**src/logic/mem_pkg.sv**
```systemverilog
// memory subsystem package
// widths, DRAM window, response codes and the bus structs shared by
// the AXI-lite bridge, the core memory front end and the RAM

package mem_pkg;

    localparam int unsigned ADDR_WIDTH = 64;
    localparam int unsigned DATA_WIDTH = 64;
    localparam int unsigned BE_WIDTH   = DATA_WIDTH / 8;
    localparam int unsigned MEM_WORDS  = 1024;
    localparam int unsigned IDX_WIDTH  = $clog2(MEM_WORDS);

    typedef logic [ADDR_WIDTH-1:0] addr_t;
    typedef logic [DATA_WIDTH-1:0] data_t;
    typedef logic [BE_WIDTH-1:0]   be_t;
    typedef logic [IDX_WIDTH-1:0]  word_idx_t;
    typedef logic [1:0]            resp_t;

    // byte address of RAM word 0 and size of the window in bytes
    localparam addr_t DRAM_BASE  = 64'h8000_0000;
    localparam addr_t DRAM_BYTES = addr_t'(MEM_WORDS * BE_WIDTH);

    localparam resp_t RESP_OKAY   = 2'b00;
    localparam resp_t RESP_DECERR = 2'b11;

    typedef struct packed {
        logic  aw_valid;
        addr_t aw_addr;
        logic  w_valid;
        data_t w_data;
        be_t   w_strb;
        logic  b_ready;
        logic  ar_valid;
        addr_t ar_addr;
        logic  r_ready;
    } axi_lite_req_t;

    typedef struct packed {
        logic  aw_ready;
        logic  w_ready;
        logic  b_valid;
        resp_t b_resp;
        logic  ar_ready;
        logic  r_valid;
        data_t r_data;
        resp_t r_resp;
    } axi_lite_resp_t;

    typedef struct packed {
        logic      req;
        word_idx_t addr;
        logic      we;
        data_t     wdata;
        be_t       be;
    } per_req_t;

    typedef struct packed {
        logic  gnt;
        logic  rvalid;
        data_t rdata;
    } per_rsp_t;

    typedef enum logic [2:0] {
        IDLE,
        REQ,
        WAIT_RVALID,
        B_RESP,
        R_RESP
    } bridge_state_e;

endpackage

```
**src/logic/axi_lite_to_per.sv**
```systemverilog
// AXI-lite to peripheral bridge
// accepts one single-beat AXI-lite write or read at a time, checks the
// address against the DRAM window and turns it into a held
// request/grant/rvalid transaction, or answers DECERR straight away

`timescale 1ns/100ps

module axi_lite_to_per import mem_pkg::*; (
    input  logic           clk_i,
    input  logic           reset_i,
    input  axi_lite_req_t  axi_req_i,
    output axi_lite_resp_t axi_rsp_o,
    output per_req_t       per_req_o,
    input  per_rsp_t       per_rsp_i
);

    bridge_state_e state_q;
    bridge_state_e state_d;

    // captured transaction
    word_idx_t addr_q;
    logic      we_q;
    data_t     wdata_q;
    be_t       be_q;
    resp_t     resp_q;
    data_t     rdata_q;

    logic aw_hs;
    logic ar_hs;
    logic aw_hit;
    logic ar_hit;

    function automatic logic addr_hit(input addr_t addr);
        return (addr >= DRAM_BASE) && (addr < DRAM_BASE + DRAM_BYTES);
    endfunction

    // byte address to RAM word index
    function automatic word_idx_t addr_to_idx(input addr_t addr);
        addr_t offset;
        offset = addr - DRAM_BASE;
        return offset[3 +: IDX_WIDTH];
    endfunction

    // writes win over reads, address and data are taken together
    assign axi_rsp_o.aw_ready = (state_q == IDLE) && axi_req_i.aw_valid && axi_req_i.w_valid;
    assign axi_rsp_o.w_ready  = axi_rsp_o.aw_ready;
    assign axi_rsp_o.ar_ready = (state_q == IDLE) && !axi_req_i.aw_valid
                                && !axi_req_i.w_valid;

    assign aw_hs  = axi_rsp_o.aw_ready;
    assign ar_hs  = axi_rsp_o.ar_ready && axi_req_i.ar_valid;
    assign aw_hit = addr_hit(axi_req_i.aw_addr);
    assign ar_hit = addr_hit(axi_req_i.ar_addr);

    assign axi_rsp_o.b_valid = (state_q == B_RESP);
    assign axi_rsp_o.b_resp  = resp_q;
    assign axi_rsp_o.r_valid = (state_q == R_RESP);
    assign axi_rsp_o.r_data  = rdata_q;
    assign axi_rsp_o.r_resp  = resp_q;

    // request stays up until the memory grants it
    assign per_req_o.req   = (state_q == REQ);
    assign per_req_o.addr  = addr_q;
    assign per_req_o.we    = we_q;
    assign per_req_o.wdata = wdata_q;
    assign per_req_o.be    = be_q;

    always_comb begin
        state_d = state_q;
        case (state_q)
            IDLE: begin
                if (aw_hs) begin
                    state_d = aw_hit ? REQ : B_RESP;
                end else if (ar_hs) begin
                    state_d = ar_hit ? REQ : R_RESP;
                end
            end
            REQ: begin
                if (per_rsp_i.gnt) begin
                    state_d = WAIT_RVALID;
                end
            end
            WAIT_RVALID: begin
                if (per_rsp_i.rvalid) begin
                    state_d = we_q ? B_RESP : R_RESP;
                end
            end
            B_RESP: begin
                if (axi_req_i.b_ready) begin
                    state_d = IDLE;
                end
            end
            R_RESP: begin
                if (axi_req_i.r_ready) begin
                    state_d = IDLE;
                end
            end
            default: state_d = IDLE;
        endcase
    end

    always_ff @(posedge clk_i) begin
        if (reset_i) begin
            state_q <= IDLE;
        end else begin
            state_q <= state_d;
        end
    end

    always_ff @(posedge clk_i) begin
        if (aw_hs) begin
            addr_q  <= addr_to_idx(axi_req_i.aw_addr);
            we_q    <= 1'b1;
            wdata_q <= axi_req_i.w_data;
            be_q    <= axi_req_i.w_strb;
            resp_q  <= aw_hit ? RESP_OKAY : RESP_DECERR;
        end else if (ar_hs) begin
            addr_q  <= addr_to_idx(axi_req_i.ar_addr);
            we_q    <= 1'b0;
            be_q    <= '1;
            resp_q  <= ar_hit ? RESP_OKAY : RESP_DECERR;
            // decode error returns zero data
            if (!ar_hit) begin
                rdata_q <= '0;
            end
        end
        if (state_q == WAIT_RVALID && per_rsp_i.rvalid) begin
            rdata_q <= per_rsp_i.rdata;
        end
    end

endmodule

```
**config.mk**
```make
export PLATFORM = sky130hd
export DESIGN_NAME = axi_lite_to_per
export DESIGN_NICKNAME = d
export VERILOG_FILES = /design/src/logic/mem_pkg.sv /design/src/logic/axi_lite_to_per.sv
export SDC_FILE = /design/constraint.sdc
export NUM_CORES = 1
export LEC_CHECK = 0
export ABC_CLOCK_PERIOD_IN_PS = 6200
export BUFFER_PORTS_ARGS = -buffer_cell sky130_fd_sc_hd__buf_2
export CAP_MARGIN = 20
export CORE_AREA = 4 4 165 167
export CTS_CLUSTER_DIAMETER = 60
export DETAILED_ROUTE_END_ITERATION = 12
export DIE_AREA = 0 0 169 171
export GPL_ROUTABILITY_DRIVEN = 0
export PLACE_DENSITY = 0.6
export SLEW_MARGIN = 25
export SYNTH_ARGS = -nofsm -noshare
export SYNTH_HDL_FRONTEND = slang
export SYNTH_SLANG_ARGS = --single-unit
```
**constraint.sdc**
```tcl
create_clock -name clk_i -period 6.2 [get_ports clk_i]
set_input_delay 0.93 -clock clk_i [delete_from_list [all_inputs] [get_ports clk_i]]
set_output_delay 0.93 -clock clk_i [all_outputs]
set_load 0.01 [all_outputs]
```
==> metrics list, run 1 <==
* Core area: approximately 26000 sq um
- Power spread over the standard cell area amounts to around 290 nW/um^2.
- Standard-cell row count: between 50 and 60
* Area of the die: just under 30000 sq um
- Critical path arrival: between 2 and 2.5 ns
- In the routed design, unresolved DRC markers number 0.
- Post-cts sizing count: 0
* Setup TNS: 0 ns
- Number of slew-limit violations in the final report: 0
* Post-route fraction of the period consumed by the critical path: 0.4993
- Of all nets on the critical path, the largest fanout is 23.
* Number of synthesized flops with an enable pin: between 100 and 150
* Net Switching: 0.0006696 W
- Of the total power, the share spent switching nets is 0.2625.
- Number of port buffers: 423
- Clock-pin slew was measured on the worst setup and hold paths at 0.06 ns.
* Comb power frac: 0.114
* Final wirelength: between 15000 and 20000 microns
- At the pin with the least slew margin, the transition time is 0.8629 ns.
- On the critical path, the stage with the largest delay is an instance of sky130_fd_sc_hd__nor2_4.
- In the global route stage, overall resource usage came out at 0.1209.
- Data required time of the worst path: about 5.3 ns
- Synthesis produced between 300 and 400 cells.
- Die height: approximately 170 microns
- After detailed routing, the average wire length per cell comes to 17.03 microns.
- The post-synthesis compound-gate area fraction was 0.01915.
- Unrepaired setup endpoints after global routing: no
- Clock tree from TritonCTS: done
- Via count of the first global-routing pass: ~4.5k
- For this configuration, the core starts out at a cell density of 0.2181.
* Number of distinct standard cells referenced by the synthesized netlist: 35
- Filler cells: roughly 2.5k
* Number of sinks driven by the clock tree: 151
* Top Ports: 430
- Finish-stage setup viols: 0
- Number of buffers inserted during clock tree synthesis: 17
- After detailed placement, the total cell area comes to between 8000 and 9000 sq um.
- The first detailed-routing pass took 6 iterations.
- Cell area after layout: 8713 sq um
* Post-synthesis simple-gate area fraction: 0.1418
- Violation count after the first detailed-route iteration: just over 300
* Antenna diode count: 0
- The total overflow left after global routing is 0.
* Total via count after detailed routing: about 4.5k
* Clock power share: 0.406
- The routed design could run at a clock period as short as about 3.1 ns.
- Walking the worst path, the cells encountered are or3_4 -> nor2_4 -> buf_2.
- Type of origin of the critical path: flip-flop
* Post-synthesis cell area: 5619 sq um
- STA classifies the critical path endpoint as a primary output.
- Of the total synthesized cell area, the portion taken by full adders, half adders and majority gates is 0.
- Proportion of synthesized flip-flops having asynchronous set or reset: 0
- Die Width: 169 microns
* Highest attainable clock frequency: 323.0 MHz
- Sequential share of power: 0.480
- Maximum number of pins on one net before global-route repair: 66
- Once detail routing completed, the nets flagged for antenna violations numbered 0.
- Synthesis Warnings: 0
- First-pass GRT wire length: 26300 microns
* Normalized max-slew margin: 0.4247
* Share of layout cells above drive strength 1: 0.6196
* Category of the critical setup timing path: flip-flop to primary output
* Commonest register cell after synthesis: sky130_fd_sc_hd__edfxtp_1
- Mean area per synthesized cell: 17.40 sq um
* Cell leakage power: 3.737 nW
* Layout overhead on the synthesized area: 55.07%
* Maxcap violations: 0
- Hold violation total from the final report: 0
* Root buffer selected by CTS: sky130_fd_sc_hd__clkbuf_16
- Worst Hold Class: flip-flop to flip-flop
- IR analysis of the VDD net gives a maximum drop of 0.0001156 V.
- Internal power comes to ~0.0019 W.
- For this design, the CTS-stage hold fixing added 0 buffers.
- Xor/xnor share of the synthesized area: 0
* Maximum level of the CTS H-tree: 4
* Net count after synthesis: around 600
- Vias per cell: a little over 4
- Critical Path Max Stage Delay: ~0.58 ns
- Count of nets after finishing: 1025
* Insertion delay to the later sink of the worst-skew pair: 0.42 ns
- Sequential-to-total area share from yosys stat: 0.7998
- Outcome: finished, final reports clean
* Main combinational cell family by area after synthesis: simple AND/OR/NAND/NOR gates
- Worst Skew: roughly 0.013 ns
- Share of synthesized area spent on multiplexers: 0.02182
- Number of antenna violations at the first check in global routing: 1
- Summed over all nets, the half-perimeter wirelength after detailed placement is around 15000 microns.
- In this run, synthesis produced a sequential element count of ~150.
- The longest clock path from root to sink contains 2 buffers.
- Post-CTS timing repair inserted 0 buffers for setup.
## synthesized netlist by cell type, types with 3 or more instances
cell type / instances / share of area
sky130_fd_sc_hd__buf_4: 6 / 0.0080
sky130_fd_sc_hd__nand4_1: 5 / 0.0056
sky130_fd_sc_hd__nand2_1: 3 / 0.0020
sky130_fd_sc_hd__clkbuf_1: 10 / 0.0067
sky130_fd_sc_hd__mux2_2: 10 / 0.020
sky130_fd_sc_hd__nor3b_1: 3 / 0.0040
sky130_fd_sc_hd__nor2_1: 5 / 0.0033
sky130_fd_sc_hd__edfxtp_1: 147 / 0.79
sky130_fd_sc_hd__and2_1: 65 / 0.072
sky130_fd_sc_hd__dfxtp_1: 4 / 0.014
sky130_fd_sc_hd__nor4_1: 27 / 0.030
sky130_fd_sc_hd__a211oi_1: 4 / 0.0053
sky130_fd_sc_hd__or3_1: 9 / 0.010
## sequential cells by signal (all words and copies together), names as in the netlist
register / flops
wdata_q: 64
rdata_q: 64
state_q: 3
resp_q: 1
addr_q: 10
be_q: 8
we_q: 1
## per-stage QoR
| stage | util | power [W] | cells | worst slack (ns) | hold WS, ns |
|---|---|---|---|---|---|
| floorplan | - | 0.001369 | 323 | 1.229 | 0.4737 |
| global placement | 0.3150 | 0.001539 | 1068 | 3.014 | 0.5261 |
| detailed placement | 0.3150 | 0.001545 | 1068 | 2.970 | 0.5273 |
| CTS | 0.3382 | 0.002599 | 1100 | 3.075 | 0.5441 |
| global route | 0.3382 | 0.002669 | 1100 | 2.960 | 0.5607 |
| finish | 0.3382 | 0.002551 | 1100 | 3.104 | 0.5362 |
## final cells by class
type,count,area [sq um],area share
Tap cell,335,419.2,0.04810
Sequential cell,151,4494,0.5158
Clock buffer,17,425.4,0.04882
Multi-Input combinational cell,154,1051,0.1206
Inverter,1,3.754,0.0004308
Clock inverter,15,172.7,0.01982
Timing Repair Buffer,427,2147,0.2464
## placed cells by master, fill, tap and decap left out, types with 2 or more instances in the layout
| cell | netlist | layout |
|---|---|---|
| sky130_fd_sc_hd__buf_2 | 0 | 423 |
| sky130_fd_sc_hd__edfxtp_1 | 147 | 147 |
| sky130_fd_sc_hd__and2_1 | 65 | 65 |
| sky130_fd_sc_hd__nor4_1 | 27 | 27 |
| sky130_fd_sc_hd__clkbuf_16 | 0 | 17 |
| sky130_fd_sc_hd__mux2_2 | 10 | 10 |
| sky130_fd_sc_hd__or3_1 | 9 | 9 |
| sky130_fd_sc_hd__nand4_1 | 5 | 5 |
| sky130_fd_sc_hd__inv_8 | 0 | 5 |
| sky130_fd_sc_hd__nor2_1 | 5 | 4 |
| sky130_fd_sc_hd__a211oi_1 | 4 | 4 |
| sky130_fd_sc_hd__buf_4 | 6 | 4 |
| sky130_fd_sc_hd__dfxtp_1 | 4 | 4 |
| sky130_fd_sc_hd__nand2_1 | 3 | 3 |
| sky130_fd_sc_hd__clkinv_8 | 0 | 3 |
| sky130_fd_sc_hd__clkinv_4 | 0 | 3 |
| sky130_fd_sc_hd__nand2b_1 | 2 | 2 |
| sky130_fd_sc_hd__nor3b_1 | 3 | 2 |
| sky130_fd_sc_hd__a21oi_1 | 2 | 2 |
| sky130_fd_sc_hd__inv_6 | 0 | 2 |
## routing by layer
layer  vias to the layer above  part of all wire  routed length [microns]  GRT usage
met4                         2             0.010                      188    0.03570
met2                       245              0.48                     9059     0.1977
met1                      2112              0.39                     7375     0.1497
met5                         -           0.00069                       13          0
met3                        14              0.11                     2100    0.04644
li1                       2104                 -                        -          -
## cells by family after synthesis
kind of cell,count (synthesis)
buffers and inverters,18
multiplexers,11
AO/OA/AOI/OAI,15
AND/OR/NAND/NOR,128
flip-flops,151
## power by group through the flow
| stage | clock, W | sequential (W) | combinational [W] |
|---|---|---|---|
| final | 0.00104 | 0.00122 | 0.000291 |
| after global routing | 0.00112 | 0.00123 | 0.000319 |
| after CTS | 0.00108 | 0.00123 | 0.000298 |
| after detailed placement | 0 | 0.00125 | 0.000297 |
| after global placement | 0 | 0.00125 | 0.000294 |
| after floorplan | 0 | 0.00128 | 0.0000867 |
## worst max-delay path, delay by kind of cell (launching register included)
family | cells | cell delay [ns]
AND/OR/NAND/NOR | 2 | 1.08
flip-flops | 1 | 0.42
buffers and inverters | 1 | 0.25
## path summary, 6_finish.rpt
| check | from | end | slack, ns | depth (start not counted) |
|---|---|---|---|---|
| worst max-delay path | state_q[1] | axi_rsp_o[72] | 3.10 | 3 |
| worst min-delay path | we_q | we_q | 0.54 | 1 |
| worst max register to register | state_q[1] | rdata_q[5] | 3.60 | 5 |
| worst min register to register | we_q | we_q | 0.54 | 1 |
Power figures use the tool's default switching activity.
==> run 2: changes to the inputs <==
- ABC_CLOCK_PERIOD_IN_PS: 6200 -> 3160
- clock period: 6.2 -> 3.16 ns (I/O delays scaled with it)
==> run 2 against run 1 <==
  * Register-to-register slack worse by 2.8 ns
  * Core utilization up 0.22 points
  * Highest routed layer unchanged
  * Cell area up 0.65%
  * Via count about the same
  * Final cell count up 0.45%
==> metrics list, run 2 (synthesis gave the netlist of run 1 again) <==
- Maximum level of the CTS H-tree: 4 (unchanged)
- Number of antenna violations at the first check in global routing: 7 (was 1)
- DP Worst Slack: 0.6429 ns (was 2.970 ns)
* Initial Utilization: 0.2181 (unchanged)
- The synthesis-to-layout area growth was 56.07% (was 55.07%).
* Areal power density over the cells: 576.0 nW/um^2 (was 292.7 nW/um^2)
* Critical Path, Cell by Cell: or3_4 -> nor2_4 -> buf_2 (unchanged)
* Post-cts sizing count: 0 (unchanged)
- The row count was 59 (unchanged).
- The net load switching power came to 0.001286 W (was 0.0006696 W).
- Top library cells by usage in the layout, fill and taps aside: 423 x sky130_fd_sc_hd__buf_2, 147 x sky130_fd_sc_hd__edfxtp_1, 65 x sky130_fd_sc_hd__and2_1, 27 x sky130_fd_sc_hd__nor4_1, 17 x sky130_fd_sc_hd__clkbuf_16 (unchanged)
* Highest attainable clock frequency: around 370 MHz
- The number of global-route vias before repair was 4593 (was 4453).
* Worst-Margin Slew: 0.7259 ns (was 0.8629 ns)
- Critical Path Max Stage Delay: 0.61 ns (was 0.58 ns)
- Worst reg2reg setup slack: 0.82 ns (was 3.60 ns)
- Type of origin of the critical path: flip-flop (unchanged)
- Normalized max-slew margin: 0.5149 (was 0.4247)
- The max-capacitance violation count is 0 (unchanged).
* Hold violation total from the final report: 0 (unchanged)
- Critical hold path startpoint: axi_req_i[98] (was we_q)
- Setup TNS: 0 ns (unchanged)
* Post-detailed-route count of antenna-violating nets: 0 (unchanged)
* Root buffer selected by CTS: sky130_fd_sc_hd__clkbuf_16 (unchanged)
* Final wirelength: 17810 microns (was 18740 microns)
- The worst setup path category was flip-flop to primary output (unchanged).
- The horizontal die dimension came to 169 microns (unchanged).
* Comb power frac: 0.115 (was 0.114)
- The final count of negative-setup-slack endpoints came to 0 (unchanged).
- Cell area after layout: 8770 sq um (was 8713 sq um)
* Area of the die: 28900 sq um (unchanged)
- The final net count came to 1028 (was 1025).
* Power Internal: 0.003765 W (was 0.001881 W)
- The via density per instance was 4.050 (was 4.070).
- The final count of pins violating max slew came to 0 (unchanged).
- Number of buffers inserted during clock tree synthesis: 17 (unchanged)
* Critical Path Slowest Stage Cell: sky130_fd_sc_hd__nor2_4 (unchanged)
- Average wire length per cell after detail routing: 16.11 microns (was 17.03 microns)
- Cell leakage power: 3.760 nW (was 3.737 nW)
* Filler cells: 2584 (was 2537)
- Maximum number of pins on one net before global-route repair: 65 (was 66)
- Core area: 25760 sq um (unchanged)
- The number of remaining DRC errors was 0 (unchanged).
- Top Ports: 430 (unchanged)
- Crit Reg-Reg Startpoint: state_q[1] (unchanged)
- Max VDD drop: 0.0003005 V (was 0.0001156 V)
- Violation count after the first detailed-route iteration: 223 (was 311)
* Clock transition at the registers of the reported paths: 0.07 ns (was 0.06 ns)
- Outcome: finished, final reports clean (unchanged).
- Sequential share of power: 0.475 (was 0.480)
* Insertion delay to the later sink of the worst-skew pair: 0.41 ns (was 0.42 ns)
- The proportion of power drawn by the clock network was 0.410 (was 0.406).
* Worst Hold Class: input port to flip-flop (was flip-flop to flip-flop)
- Capturing point of the worst reg2reg path: rdata_q[5] (unchanged)
* Number of iterations in the first detailed-routing pass: 5 (was 6)
- The share of total power consumed by net switching is 0.2547 (was 0.2625).
* Post-route fraction of the period consumed by the critical path: 0.8612
- Overall track demand over capacity in global routing: 0.1156 (was 0.1209)
* Total overflow reported by the global router: 0 (unchanged)
- The buffer depth of the longest clock path is 2 (unchanged).
* First-pass GRT wire length: 25700 microns (was 26300 microns)
- Placed Area: 8154 sq um (was 8115 sq um)
* Number of port buffers: 423 (unchanged)
* Data required time of the worst path: 2.69 ns (was 5.27 ns)
- Clock tree from TritonCTS: done (unchanged)
* Total via count after detailed routing: 4475 (was 4477)
- Biggest regs: rdata_q: 64 flops, wdata_q: 64 flops, addr_q: 10 flops (unchanged)
- Total chip power: 0.005051 W (was 0.002551 W)
- The number of buffers inserted by hold repair at cts is 0 (unchanged).
- Number of setup buffers added after CTS: 0 (unchanged)
- The endpoint kind of the worst setup timing path is a primary output (unchanged).
* Commonest non-fill, non-tap cell in the layout: sky130_fd_sc_hd__buf_2 (unchanged)
- For the finished layout, the period the worst path requires is approximately 2.7 ns.
* Worst Skew: 0.01372 ns (was 0.01333 ns)
- Register-to-Register Path Depth: 5 (unchanged)
* Worst path setup slack after routing: 0.4386 ns (was 3.104 ns)
- The number of clock sinks seen by CTS came to 151 (unchanged).
- The data arrival time of the critical path came to 2.25 ns (was 2.17 ns).
- The endpoint with the worst hold slack is wdata_q[23] (was we_q).
- Die height: 171 microns (unchanged)
- Unrepaired setup endpoints after global routing: no (unchanged)
- HPWL after DPL: 14180 microns (was 14920 microns)
- The number of stages on the worst hold path came to 1 (unchanged).
- Share of layout cells above drive strength 1: 0.6224 (was 0.6196)
- Final cell count without fillers: 1105 (was 1100)
- The number of instances in the placed design came to 1071 (was 1068).
- The maximum fanout encountered on the critical timing path is 23 (unchanged).
## run 2: per-stage QoR
step / util / hold WS [ns]
after floorplan: - / 0.4737
after global placement: 0.3165 / 0.4969
after detailed placement: 0.3165 / 0.5049
after CTS: 0.3399 / 0.1985
after global routing: 0.3404 / 0.1909
final: 0.3404 / 0.2289
## run 2: power by group through the flow
| stage | combinational (W) | sequential, W | clock [W] |
|---|---|---|---|
| after CTS | 0.000590 | 0.00240 | 0.00215 |
| after global placement | 0.000584 | 0.00244 | 0 |
| final | 0.000578 | 0.00240 | 0.00207 |
| after floorplan | 0.000172 | 0.00251 | 0 |
| after detailed placement | 0.000589 | 0.00245 | 0 |
| after global routing | 0.000636 | 0.00241 | 0.00224 |
## run 2: cell type report
| cell class | count | area (sq um) | area share |
|---|---|---|---|
| Antenna cell | 2 | 5.005 | 0.0005707 |
| Clock buffer | 17 | 425.4 | 0.04851 |
| Clock inverter | 15 | 177.7 | 0.02026 |
| Inverter | 1 | 3.754 | 0.0004280 |
| Multi-Input combinational cell | 154 | 1062 | 0.1211 |
| Sequential cell | 151 | 4494 | 0.5125 |
| Tap cell | 335 | 419.2 | 0.04780 |
| Timing Repair Buffer | 430 | 2182 | 0.2488 |
## run 2: worst max path at each step
stage / startpoint / to
after floorplan: state_q[2] / addr_q[0]
after global placement: axi_req_i[27] / rdata_q[1]
after detailed placement: axi_req_i[27] / rdata_q[48]
after CTS: state_q[1] / axi_rsp_o[72]
after global routing: state_q[1] / axi_rsp_o[71]
final: state_q[1] / axi_rsp_o[72]
## run 2: critical path: cells and delay by family, from the launching register on
| family | cells | cell delay (ns) |
|---|---|---|
| and+or+nand+nor | 2 | 1.13 |
| DFF | 1 | 0.43 |
| buffers and inverters | 1 | 0.26 |
## run 2: metal layers
metal,part of all wire,up-vias,GRT usage
li1,-,2108,-
met1,0.39,2066,0.1359
met2,0.47,266,0.1888
met3,0.12,25,0.05638
met4,0.013,10,0.03360
met5,0.0045,-,0
